[config.mk]
export PLATFORM = sky130hd
export DESIGN_NAME = color_classifier
export DESIGN_NICKNAME = d
export VERILOG_FILES = /design/src/design/vision_pkg.sv /design/src/design/ycc_decode.sv /design/src/design/rgb_execute.sv /design/src/design/hsv_execute.sv /design/src/design/color_result.sv /design/src/design/color_classifier.sv
export SDC_FILE = /design/constraint.sdc
export NUM_CORES = 1
export LEC_CHECK = 0
export BUFFER_PORTS_ARGS = -buffer_cell sky130_fd_sc_hd__buf_2
export CAP_MARGIN = 15
export CORE_AREA = 3 3 269 271
export CTS_BUF_LIST = sky130_fd_sc_hd__clkbuf_4 sky130_fd_sc_hd__clkbuf_8 sky130_fd_sc_hd__clkbuf_16
export CTS_CLUSTER_SIZE = 16
export DETAILED_ROUTE_END_ITERATION = 12
export DIE_AREA = 0 0 272 274
export PLACE_DENSITY = 0.52
export SYNTH_ARGS = -nofsm -noshare
export SYNTH_HDL_FRONTEND = slang
export SYNTH_SLANG_ARGS = --single-unit
[constraint.sdc]
create_clock -name clk_llc -period 79.4 [get_ports clk_llc]
set_input_delay 3.97 -clock clk_llc [delete_from_list [all_inputs] [get_ports clk_llc]]
set_output_delay 3.97 -clock clk_llc [all_outputs]
set_load 0.02 [all_outputs]
[src/design/vision_pkg.sv]
// vision_pkg: video widths, pixel structs, colour matrix coefficients, hue and class thresholds
package vision_pkg;

	// ------------------------------
	// basic widths
	// ------------------------------

	// one decoder byte, also one colour channel
	typedef logic [7:0] pixel_byte_t;

	// colour matrix product or sum, signed, Q2.8 coefficient times 4x byte
	typedef logic signed [20:0] product_t;

	// hue on the 240-step circle, 0 to 239
	typedef logic [7:0] hue_t;

	// packed red/orange/yellow/green/blue/black flags
	typedef logic [15:0] class_word_t;

	// byte order of the 4:2:2 stream
	typedef enum logic [1:0] {
		phase_cb = 2'd0,
		phase_y1 = 2'd1,
		phase_cr = 2'd2,
		phase_y2 = 2'd3
	} byte_phase_t;

	// ------------------------------
	// pixel formats between stages
	// ------------------------------

	typedef struct packed {
		pixel_byte_t y;
		pixel_byte_t cb;
		pixel_byte_t cr;
	} ycc_pixel_t;

	typedef struct packed {
		pixel_byte_t r;
		pixel_byte_t g;
		pixel_byte_t b;
	} rgb_pixel_t;

	typedef struct packed {
		hue_t        h;
		pixel_byte_t s;
		pixel_byte_t v;
	} hsv_pixel_t;

	// ------------------------------
	// YCbCr to RGB coefficients
	// ------------------------------

	// Q2.8, 1.164 / 1.596 / 0.813 / 0.392 / 2.017
	localparam product_t coef_y    = 21'sd298;
	localparam product_t coef_cr_r = 21'sd408;
	localparam product_t coef_cr_g = 21'sd208;
	localparam product_t coef_cb_g = 21'sd100;
	localparam product_t coef_cb_b = 21'sd516;

	// black level 16 and chroma zero 128, both scaled by four
	localparam product_t luma_offset   = 21'sd64;
	localparam product_t chroma_offset = 21'sd512;

	// ------------------------------
	// hue scale and class thresholds
	// ------------------------------

	localparam hue_t hue_span   = 8'd240;
	localparam hue_t hue_sector = 8'd40;
	localparam hue_t hue_base_g = 8'd80;
	localparam hue_t hue_base_b = 8'd160;

	localparam pixel_byte_t v_black_limit  = 8'd32;
	localparam pixel_byte_t s_chroma_limit = 8'd64;
	localparam hue_t        hue_window     = 8'd15;

	// window centres on the 240 scale
	localparam hue_t hue_red    = 8'd230;
	localparam hue_t hue_green  = 8'd90;
	localparam hue_t hue_blue   = 8'd144;
	localparam hue_t hue_yellow = 8'd36;
	localparam hue_t hue_orange = 8'd15;

endpackage

[src/design/ycc_decode.sv]
// ycc_decode: byte phase counter and Cb/Y/Cr capture forming two YCbCr pixels per group
`timescale 1ns/10ps

module ycc_decode (
	input  logic                    clk_llc,
	input  logic                    resetx,
	input  logic                    sample_active,
	input  vision_pkg::pixel_byte_t video_byte,
	output logic                    ycc_valid,
	output vision_pkg::ycc_pixel_t  ycc
);

	import vision_pkg::*;

	byte_phase_t phase;

	// chroma and first luma of the current group
	pixel_byte_t cb_q;
	pixel_byte_t y1_q;
	pixel_byte_t cr_q;

	// ------------------------------
	// phase counter
	// ------------------------------

	// Cb, Y1, Cr, Y2 then wrap, restart at Cb when the line write drops
	always_ff @(posedge clk_llc or negedge resetx)
	begin
		if (!resetx)
			phase <= phase_cb;
		else if (!sample_active)
			phase <= phase_cb;
		else
			phase <= byte_phase_t'(phase + 2'd1);
	end

	// ------------------------------
	// byte capture
	// ------------------------------

	always_ff @(posedge clk_llc or negedge resetx)
	begin
		if (!resetx)
		begin
			cb_q <= '0;
			y1_q <= '0;
			cr_q <= '0;
		end
		else if (sample_active)
		begin
			case (phase)
				phase_cb: cb_q <= video_byte;
				phase_y1: y1_q <= video_byte;
				phase_cr: cr_q <= video_byte;
				// Y2 goes straight into the output pixel
				default:  ;
			endcase
		end
	end

	// ------------------------------
	// pixel output
	// ------------------------------

	// first pixel completes on Cr, second on Y2, same chroma pair
	always_ff @(posedge clk_llc or negedge resetx)
	begin
		if (!resetx)
		begin
			ycc_valid <= 1'b0;
			ycc       <= '0;
		end
		else
		begin
			ycc_valid <= sample_active && ((phase == phase_cr) || (phase == phase_y2));
			if (sample_active && (phase == phase_cr))
				ycc <= '{y: y1_q, cb: cb_q, cr: video_byte};
			else if (sample_active && (phase == phase_y2))
				ycc <= '{y: video_byte, cb: cb_q, cr: cr_q};
		end
	end

endmodule

[src/design/rgb_execute.sv]
// rgb_execute: YCbCr to RGB888 matrix products, channel sums and saturation
`timescale 1ns/10ps

module rgb_execute (
	input  logic                   clk_llc,
	input  logic                   resetx,
	input  logic                   ycc_valid,
	input  vision_pkg::ycc_pixel_t ycc,
	output logic                   rgb_valid,
	output vision_pkg::rgb_pixel_t rgb
);

	import vision_pkg::*;

	// the five matrix terms of one pixel
	typedef struct packed {
		product_t x;
		product_t a;
		product_t b1;
		product_t b2;
		product_t c;
	} matrix_terms_t;

	product_t      y_term;
	product_t      cb_term;
	product_t      cr_term;
	matrix_terms_t terms_q;
	logic          valid_s1;
	product_t      r_sum;
	product_t      g_sum;
	product_t      b_sum;

	// byte times four as a signed value
	function automatic product_t scale4(input pixel_byte_t value);
		return $signed({11'd0, value, 2'b00});
	endfunction

	// divide by 1024, clip to 0..255
	function automatic pixel_byte_t clamp_channel(input product_t sum);
		product_t scaled;
		scaled = sum >>> 10;
		if (scaled[20])
			return 8'd0;
		else if (|scaled[19:8])
			return 8'd255;
		else
			return scaled[7:0];
	endfunction

	// ------------------------------
	// stage 1, products
	// ------------------------------

	assign y_term  = scale4(ycc.y)  - luma_offset;
	assign cb_term = scale4(ycc.cb) - chroma_offset;
	assign cr_term = scale4(ycc.cr) - chroma_offset;

	always_ff @(posedge clk_llc or negedge resetx)
	begin
		if (!resetx)
		begin
			valid_s1 <= 1'b0;
			terms_q  <= '0;
		end
		else
		begin
			valid_s1   <= ycc_valid;
			terms_q.x  <= coef_y    * y_term;
			terms_q.a  <= coef_cr_r * cr_term;
			terms_q.b1 <= coef_cr_g * cr_term;
			terms_q.b2 <= coef_cb_g * cb_term;
			terms_q.c  <= coef_cb_b * cb_term;
		end
	end

	// ------------------------------
	// stage 2, sums and clamp
	// ------------------------------

	// worst case sums stay well inside 21 bits
	assign r_sum = terms_q.x + terms_q.a;
	assign g_sum = terms_q.x - terms_q.b1 - terms_q.b2;
	assign b_sum = terms_q.x + terms_q.c;

	always_ff @(posedge clk_llc or negedge resetx)
	begin
		if (!resetx)
		begin
			rgb_valid <= 1'b0;
			rgb       <= '0;
		end
		else
		begin
			rgb_valid <= valid_s1;
			rgb.r     <= clamp_channel(r_sum);
			rgb.g     <= clamp_channel(g_sum);
			rgb.b     <= clamp_channel(b_sum);
		end
	end

endmodule

[src/design/hsv_execute.sv]
// RGB888 to HSV pipeline with max/min, delta/saturation and hue stages
`timescale 1ns/10ps

module hsv_execute (
	input  logic                   clk_llc,
	input  logic                   resetx,
	input  logic                   rgb_valid,
	input  vision_pkg::rgb_pixel_t rgb,
	output logic                   hsv_valid,
	output vision_pkg::hsv_pixel_t hsv
);

	import vision_pkg::*;

	// stage 1
	logic        valid_s1;
	pixel_byte_t max_q;
	pixel_byte_t min_q;
	rgb_pixel_t  rgb_q;
	pixel_byte_t max_next;
	pixel_byte_t min_next;

	// stage 2
	logic              valid_s2;
	pixel_byte_t       delta_q;
	pixel_byte_t       s_q;
	pixel_byte_t       v_q;
	hue_t              base_q;
	logic signed [8:0] diff_q;
	pixel_byte_t       delta_next;
	logic [15:0]       s_wide;
	hue_t              base_next;
	logic signed [8:0] diff_next;

	// stage 3
	logic signed [15:0] hue_calc;
	logic [15:0]        hue_wrapped;
	logic [15:0]        delta_div;

	// ------------------------------
	// max and min stage
	// ------------------------------

	always_comb
	begin
		max_next = (rgb.r > rgb.g) ? rgb.r : rgb.g;
		if (rgb.b > max_next)
			max_next = rgb.b;
		min_next = (rgb.r < rgb.g) ? rgb.r : rgb.g;
		if (rgb.b < min_next)
			min_next = rgb.b;
	end

	always_ff @(posedge clk_llc or negedge resetx)
	begin
		if (!resetx)
		begin
			valid_s1 <= 1'b0;
			max_q    <= '0;
			min_q    <= '0;
			rgb_q    <= '0;
		end
		else
		begin
			valid_s1 <= rgb_valid;
			max_q    <= max_next;
			min_q    <= min_next;
			rgb_q    <= rgb;
		end
	end

	// ------------------------------
	// delta, saturation and sector stage
	// ------------------------------

	assign delta_next = max_q - min_q;

	// delta*255 fits in 16 bits and the quotient stays within a byte
	assign s_wide = (max_q == 8'd0) ? 16'd0 :
		({8'd0, delta_next} * 16'd255) / {8'd0, max_q};

	// max channel picked in r, g, b order on ties
	always_comb
	begin
		if (max_q == rgb_q.r)
		begin
			base_next = 8'd0;
			diff_next = $signed({1'b0, rgb_q.g}) - $signed({1'b0, rgb_q.b});
		end
		else if (max_q == rgb_q.g)
		begin
			base_next = hue_base_g;
			diff_next = $signed({1'b0, rgb_q.b}) - $signed({1'b0, rgb_q.r});
		end
		else
		begin
			base_next = hue_base_b;
			diff_next = $signed({1'b0, rgb_q.r}) - $signed({1'b0, rgb_q.g});
		end
	end

	always_ff @(posedge clk_llc or negedge resetx)
	begin
		if (!resetx)
		begin
			valid_s2 <= 1'b0;
			delta_q  <= '0;
			s_q      <= '0;
			v_q      <= '0;
			base_q   <= '0;
			diff_q   <= '0;
		end
		else
		begin
			valid_s2 <= valid_s1;
			delta_q  <= delta_next;
			s_q      <= s_wide[7:0];
			v_q      <= max_q;
			base_q   <= base_next;
			diff_q   <= diff_next;
		end
	end

	// ------------------------------
	// hue stage
	// ------------------------------

	// grey has diff 0 and base 0 and a divisor of 1 then keeps the hue at 0
	assign delta_div = (delta_q == 8'd0) ? 16'd1 : {8'd0, delta_q};

	// signed divide truncates toward zero
	// |diff| <= delta keeps the result within one sector
	assign hue_calc = $signed({8'd0, base_q}) +
		(diff_q * $signed({8'd0, hue_sector})) / $signed(delta_div);

	// negative red side wraps to the top of the circle
	assign hue_wrapped = hue_calc[15] ? (hue_calc + {8'd0, hue_span}) : hue_calc;

	always_ff @(posedge clk_llc or negedge resetx)
	begin
		if (!resetx)
		begin
			hsv_valid <= 1'b0;
			hsv       <= '0;
		end
		else
		begin
			hsv_valid <= valid_s2;
			hsv.h     <= hue_wrapped[7:0];
			hsv.s     <= s_q;
			hsv.v     <= v_q;
		end
	end

endmodule

[src/design/color_result.sv]
// color_result: black and chroma tests, hue windows, 16-bit class word packing
`timescale 1ns/10ps

module color_result (
	input  logic                    clk_llc,
	input  logic                    resetx,
	input  logic                    hsv_valid,
	input  vision_pkg::hsv_pixel_t  hsv,
	output logic                    class_valid,
	output vision_pkg::class_word_t class_word
);

	import vision_pkg::*;

	// one flag per colour class
	typedef struct packed {
		logic red;
		logic orange;
		logic yellow;
		logic green;
		logic blue;
		logic black;
	} color_flags_t;

	color_flags_t flags;
	logic         chroma;

	// combined groups of the class word
	logic roy;
	logic roy_bk;
	logic gy;
	logic gyo;
	logic gyo_bk;
	logic b_bk;

	// strict window around a centre, no wrap
	function automatic logic in_window(input hue_t h, input hue_t centre);
		return (h > (centre - hue_window)) && (h < (centre + hue_window));
	endfunction

	// ------------------------------
	// classification
	// ------------------------------

	assign flags.black = (hsv.v < v_black_limit);
	assign chroma      = !flags.black && (hsv.s > s_chroma_limit);

	// red straddles 0, upper edge 230+15-240 = 5
	assign flags.red    = chroma && ((hsv.h > (hue_red - hue_window)) ||
		(hsv.h < (hue_red + hue_window - hue_span)));
	// orange lower edge is 0, so h = 0 stays out
	assign flags.orange = chroma && in_window(hsv.h, hue_orange);
	assign flags.yellow = chroma && in_window(hsv.h, hue_yellow);
	assign flags.green  = chroma && in_window(hsv.h, hue_green);
	assign flags.blue   = chroma && in_window(hsv.h, hue_blue);

	assign roy    = flags.red || flags.orange || flags.yellow;
	assign roy_bk = roy || flags.black;
	assign gy     = flags.green || flags.yellow;
	assign gyo    = gy || flags.orange;
	assign gyo_bk = gyo || flags.black;
	assign b_bk   = flags.blue || flags.black;

	// ------------------------------
	// class word register
	// ------------------------------

	always_ff @(posedge clk_llc or negedge resetx)
	begin
		if (!resetx)
		begin
			class_valid <= 1'b0;
			class_word  <= '0;
		end
		else
		begin
			class_valid <= hsv_valid;
			class_word  <= {roy, roy_bk, flags.red, flags.orange, flags.yellow,
				gy, gyo_bk, gyo, flags.green, flags.green, flags.green,
				flags.blue, b_bk, flags.blue, flags.blue, flags.black};
		end
	end

endmodule

[src/design/color_classifier.sv]
// color_classifier: top level chaining decode, RGB, HSV and class stages
`timescale 1ns/10ps

module color_classifier (
	input  logic                    clk_llc,
	input  logic                    resetx,
	input  logic                    sample_active,
	input  vision_pkg::pixel_byte_t video_byte,
	output logic                    class_valid,
	output vision_pkg::class_word_t class_word
);

	import vision_pkg::*;

	// stage links, strobe travels with its pixel
	logic       ycc_valid;
	ycc_pixel_t ycc;
	logic       rgb_valid;
	rgb_pixel_t rgb;
	logic       hsv_valid;
	hsv_pixel_t hsv;

	// 1 cycle, byte stream to YCbCr
	ycc_decode ycc_decode_inst (
		.clk_llc       (clk_llc),
		.resetx        (resetx),
		.sample_active (sample_active),
		.video_byte    (video_byte),
		.ycc_valid     (ycc_valid),
		.ycc           (ycc)
	);

	// 2 cycles
	rgb_execute rgb_execute_inst (
		.clk_llc   (clk_llc),
		.resetx    (resetx),
		.ycc_valid (ycc_valid),
		.ycc       (ycc),
		.rgb_valid (rgb_valid),
		.rgb       (rgb)
	);

	// 3 cycles
	hsv_execute hsv_execute_inst (
		.clk_llc   (clk_llc),
		.resetx    (resetx),
		.rgb_valid (rgb_valid),
		.rgb       (rgb),
		.hsv_valid (hsv_valid),
		.hsv       (hsv)
	);

	// 1 cycle
	color_result color_result_inst (
		.clk_llc     (clk_llc),
		.resetx      (resetx),
		.hsv_valid   (hsv_valid),
		.hsv         (hsv),
		.class_valid (class_valid),
		.class_word  (class_word)
	);

endmodule

* Word level (Yosys, flattened, before mapping)
Cells that the tools add are included.
** Storage, ports and cells
- Register bits :: 295
- Input bits :: 11
- Output and inout port bits :: 17
- Word-level logic and storage cells :: 133
** Cells by class
- Add/sub/neg operators :: 14
- Multiply operators :: 7
- Div/mod/pow operators :: 2
- $lt $le $gt $ge :: 16
- Equality and inequality tests :: 5
- Muxes and demuxes :: 20
- Reductions and logical operators :: 33
** Operators by type and width (count)
- two-way mux 8 bit :: 15
- two-way mux 24 bit :: 2
- adder 21 bit :: 2
- subtractor 21 bit :: 2
- subtractor 8 x 8 -> 9 bit :: 3
- subtractor 10 x 10 -> 11 bit, second input constant :: 2
- multiplier 5 x 21 -> 17 bit, first input constant :: 1
- multiplier 6 x 21 -> 19 bit, first input constant :: 1
- multiplier 7 x 21 -> 18 bit, first input constant :: 1
- multiplier 9 x 21 -> 19 bit, first input constant :: 1
- multiplier 9 x 21 -> 20 bit, first input constant :: 1
- two-way mux 9 bit :: 2
- adder 9 x 16 -> 16 bit :: 1
- divider 16 x 16 -> 16 bit :: 1
- divider 16 x 8 -> 16 bit :: 1
- equality test 8 bit :: 2
- > comparator 8 x 7 -> 1 bit, second input constant :: 2
- > comparator 8 bit :: 2
- > comparator 8 bit, second input constant :: 2
- zero test 8 bit :: 2
- less-than comparator 8 x 6 -> 1 bit, second input constant :: 2
- less-than comparator 8 bit :: 2
- multiplier 8 x 8 -> 16 bit, second input constant :: 1
- logical AND 1 bit :: 13
- other kinds (20) :: 33

* Logic depth before layout (Yosys ltp)
- Depth after elaboration :: 7
- Gate-level depth with buffers :: 200
- Depth with buffers taken out :: 190

* Cells and area by module
A second synthesis with hierarchy kept.
** Second synthesis, totals
- Cell total of the unflattened synthesis :: 3443
- Area, all modules :: 30505.5 µm²
** By module, submodules not included
- hsv_execute :: times used 1, cells an instance 2359, area each 18600.3 µm², sequential area each 2552.4 µm²
- rgb_execute :: times used 1, cells an instance 876, area each 9077.5 µm², sequential area each 2527.4 µm²
- ycc_decode :: times used 1, cells an instance 146, area each 2200.9 µm², sequential area each 1276.2 µm²
- color_result :: times used 1, cells an instance 62, area each 626.9 µm², sequential area each 325.3 µm²

* Worst setup path after synthesis
No wires, ideal clock.
- Path kind :: reg2reg
- Start :: register hsv_execute_inst.max_q[0]
- End :: register hsv_execute_inst.s_q[0]
- Setup time :: 0.155 ns
- Arrival :: 36.619 ns
- Data required time :: 79.245 ns
- Path slack :: 42.626 ns
- Stages on the path, launching flop included :: 190
- Buffers on the path :: 12
- Period minus slack after synthesis :: 36.774 ns
- Cells stage by stage :: dfrtp_1 > clkbuf_1 > inv_1 > ha_1 > inv_1 > fa_1 > nand2_1 > nand2_1 > a21oi_1 > xnor2_1 > inv_1 > fa_1 > inv_1 > ha_1 > inv_1 > fa_1 > fa_1 > inv_1 > [154 not listed] > a21o_1 > a21oi_1 > nand3b_1 > and4bb_1 > buf_4 > mux2_1 > ha_1 > nor2b_1 > o21ai_0 > nand2b_1 > a21oi_1 > nor2b_1 > o21ai_0 > nand2b_1 > a211oi_1 > nand3_1 > nor2_1 > a21oi_1
** On the way
- Cells in the longest elaborated chain, start to end :: 4
- Elaborated cells on any way between the ends :: 5
- Those cells by class :: add/sub: 1; mul: 1; div: 1; mux: 1; reduce/logical: 1
** Ends and longest elaborated chain
- start: declaration :: RTL line hsv_execute.sv:17 : pixel_byte_t max_q;
- start signal: assignment :: RTL line hsv_execute.sv:66 : max_q <= max_next;
- subtractor 8 bit :: RTL line hsv_execute.sv:76 : assign delta_next = max_q - min_q;
- via hsv_execute_inst.delta_next[4] :: RTL line hsv_execute.sv:30 : pixel_byte_t delta_next;
- multiplier 8 x 8 -> 16 bit :: RTL line hsv_execute.sv:80 : ({8'd0, delta_next} * 16'd255) / {8'd0, max_q};
- divider 16 x 8 -> 16 bit :: RTL line hsv_execute.sv:80
- two-way mux 8 bit :: RTL line hsv_execute.sv:79 : assign s_wide = (max_q == 8'd0) ? 16'd0 :
- via hsv_execute_inst.s_wide[0] :: RTL line hsv_execute.sv:31 : logic [15:0] s_wide;
- end signal: assignment :: RTL line hsv_execute.sv:117 : s_q <= s_wide[7:0];
- end: declaration :: RTL line hsv_execute.sv:26 : pixel_byte_t s_q;
The timed path passes the listed nets, and every way through them passes these cells.
A chain may end at the register's enable or synchronous reset.

* Worst setup path in the final report
- Start :: register hsv_execute_inst.max_q[1]
- End :: register hsv_execute_inst.s_q[0]
The elaborated chain is that of the path after synthesis.

==> results.toml <==
[run_status]
status = "completed"

[worst_setup_path]
r2r-end = "hsv_execute_inst.s_q[0]$_DFF_PN0_"
reg2reg_from = "hsv_execute_inst.max_q[1]$_DFF_PN0_"
critPathMaxStageDelay_ns = 0.76
crit_top_cell = "o21a_1"
crit_required_ns = 79.81
crit_path_end_kind = "flop"
cp.arrival_ns = 42.71
r2r_cells = 179
start_kind = "flop"
crit_type = "reg2reg"
worst-r2r-setup-slack_ns = 37.10
cp_slowest_cell = "nor2b_1"
worstPathMaxFanout = 20

[logic_synthesis]
ys.flop_type = "dfrtp_1"
yosysMostFrequentCell = "ha_1"
synth-edff-count = 0
ys_seq_area_frac = 0.2215
ys_types = 111
syn_nets = 3917
syn_inst = 3320
syn-cell-area_mm2 = 0.02938
synth_area_leaders = "dfrtp_1 22%, ha_1 21%, fa_1 5.7%"
synth_top_area_frac = 0.2215
syn_avg_cell_area_um2 = 8.848
synth_top_area_cell = "dfrtp_1"
ys_ff_latch = 260
yosysWarnings = 0
async_flop_share = 1.000
synth_commonest_cells = "503 x ha_1, 354 x inv_1, 260 x dfrtp_1"

[global_routing]
top_usage_layer = "met2"
grt-ovfl-total = 0
grt_start_max_net_pins = 130
grtUsageMet3 = 0.01619
grt_pass1_wl_um = 123500
grt_usage = 0.2007
grt_util_met2 = 0.3529
grt_pass1_vias = 23878
antenna_found_initial = 0
grt_use_met1 = 0.2710

[sta]
relSlewSlack = 0.2389
tightest_slew_ns = 1.132
slew_violations = 0
period_share = 0.5327
finClkSkew_ns = 0.02258
fmax_ghz = 0.02364
rsz0062_at_grt = "no"
tns_ns = 0
hold_violations = 0
finalCriticalPeriod_ns = 42.30
finalSetupViolations = 0

[placement]
gp_congestion = 0.8699
placement.io_buffers = 27
dp_hpwl_um = 60680

[worst_hold_path]
min_from = "hsv_execute_inst.v_q[7]$_DFF_PN0_"
hp-class = "reg2reg"
hold_end = "hsv_execute_inst.hsv[7]$_DFF_PN0_"
hold_depth = 0

[clock_tree]
post_cts_resized = 0
cts_hold_buf = 0
cts_sinks = 260
post_cts_buffers = 0
ctsHtreeMaxLevel = 1
cts_tree = "done"
cts_root_buf = "clkbuf_16"
cts_made_buffers = 31
clk_pin_slew_ns = 0.06
clockBufferDepth = 3
insertion_delay_ns = 0.59

[drt]
ant_nets = 0
drt-initial-drc-count = 1344
routed_wl_um = 74780
viasPerCell = 5.482
drcViolationCount = 0
wl_per_cell_um = 17.33
firstDrtPassIters = 7
vias = 23649

[die]
ioPinCount = 28
die_h_um = 274
coreArea_mm2 = 0.07003
initial_core_util = 0.4195
die_w_um = 272
placementRows = 97
dieArea_mm2 = 0.07453

[final_layout]
drive_gt1_frac = 0.07172
num-fill-cells = 6844
nNetsFinal = 3947
syn_to_final_growth_pct = 8.365
n_antenna_cell = 0

[job]
timing.max_cap.violations = 0
[per-stage QoR]
step,hold WS [ns],setup slack (ns),std cells,util,instance area (um^2)
global placement,0.3329,38.90,4256,0.4372,30620
detailed placement,0.3347,37.66,4257,0.4373,30630
CTS,0.3480,37.40,4314,0.4546,31830
global route,0.3539,33.23,4314,0.4546,31830
finish,0.3464,37.10,4314,0.4546,31830
floorplan,0.3312,42.63,3320,-,29380
[sequential cells by signal (all words and copies together) (netlist names), 3 cells and up]
name                          flops
ycc_decode_inst.ycc              24
hsv_execute_inst.rgb_q           24
hsv_execute_inst.diff_q           9
ycc_decode_inst.cr_q              8
hsv_execute_inst.v_q              3
rgb_execute_inst.terms_q         78
hsv_execute_inst.delta_q          8
hsv_execute_inst.hsv             19
hsv_execute_inst.min_q            8
hsv_execute_inst.s_q              8
ycc_decode_inst.cb_q              8
rgb_execute_inst.rgb             24
ycc_decode_inst.y1_q              8
hsv_execute_inst.max_q            8
color_result_inst.class_word     12
[cell families (layout without fill, tap and decap cells)]
family / Yosys count / after routing / synth area share
compound gates: 851 / 851 / 0.1950
xor+xnor: 213 / 213 / 0.06449
fa+ha+maj: 588 / 588 / 0.2715
buf+inv: 412 / 466 / 0.05507
flops: 260 / 260 / 0.2215
mux: 116 / 116 / 0.04319
other cells: 1 / 1 / 0.0001277
simple gates: 879 / 879 / 0.1491
[layer usage]
| layer | part of all wire | routed length (um) |
|---|---|---|
| met1 | 0.47 | 35310 |
| met3 | 0.031 | 2349 |
| met5 | 0 | 0 |
| met4 | 0.019 | 1435 |
| met2 | 0.48 | 35690 |
[area by class of cell]
class,count,area (um^2),share of cell area
Multi-Input combinational cell,2648,21260,0.6679
Tap cell,940,1176,0.03695
Timing Repair Buffer,55,355.3,0.01116
Inverter,354,1329,0.04174
Clock inverter,16,330.3,0.01038
Sequential cell,260,6506,0.2044
Clock buffer,41,875.8,0.02751
[worst max-delay path by stage]
stage,cells after the start,end,from
global placement,182,hsv_execute_inst.s_q[0]$_DFF_PN0_,hsv_execute_inst.max_q[0]$_DFF_PN0_
detailed placement,178,hsv_execute_inst.s_q[0]$_DFF_PN0_,hsv_execute_inst.max_q[1]$_DFF_PN0_
finish,179,hsv_execute_inst.s_q[0]$_DFF_PN0_,hsv_execute_inst.max_q[1]$_DFF_PN0_
CTS,179,hsv_execute_inst.s_q[0]$_DFF_PN0_,hsv_execute_inst.max_q[1]$_DFF_PN0_
floorplan,189,hsv_execute_inst.s_q[0]$_DFF_PN0_,hsv_execute_inst.max_q[0]$_DFF_PN0_
global route,179,hsv_execute_inst.s_q[0]$_DFF_PN0_,hsv_execute_inst.max_q[1]$_DFF_PN0_
[critical path: cells and delay by family, from the launching register on]
family	cells	cell delay (ns)
AOI/OAI and AO/OA	105	23.11
xor gates and xnor gates	3	0.86
muxes	4	1.04
DFF	1	0.51
and+or+nand+nor	39	8.70
adders and majority gates	21	6.90
buffers and inverters	7	0.95
[cells in the final DEF (no fill, tap or decap), types with 10 or more instances in the layout]
cell type / instances
ha_1: 503
inv_1: 354
dfrtp_1: 260
nor2_1: 247
a21oi_1: 202
nand2_1: 182
o21ai_0: 156
o21a_1: 151
xnor2_1: 135
nor3_1: 133
fa_1: 83
a21o_1: 75
xor2_1: 75
mux2_2: 62
nand2b_1: 53
nand3_1: 49
o31ai_1: 49
nor2b_1: 47
mux2i_1: 45
o21bai_1: 32
clkbuf_16: 31
or3_1: 30
buf_4: 28
buf_2: 26
nand4_1: 25
and2_1: 24
o211ai_1: 22
a31oi_1: 18
and3_1: 15
a211oi_1: 12
or2_2: 11
o31a_1: 10
Power is left out: the tool's default activity adds up to more than one toggle a clock period on the data nets, which glitch-free logic cannot reach.
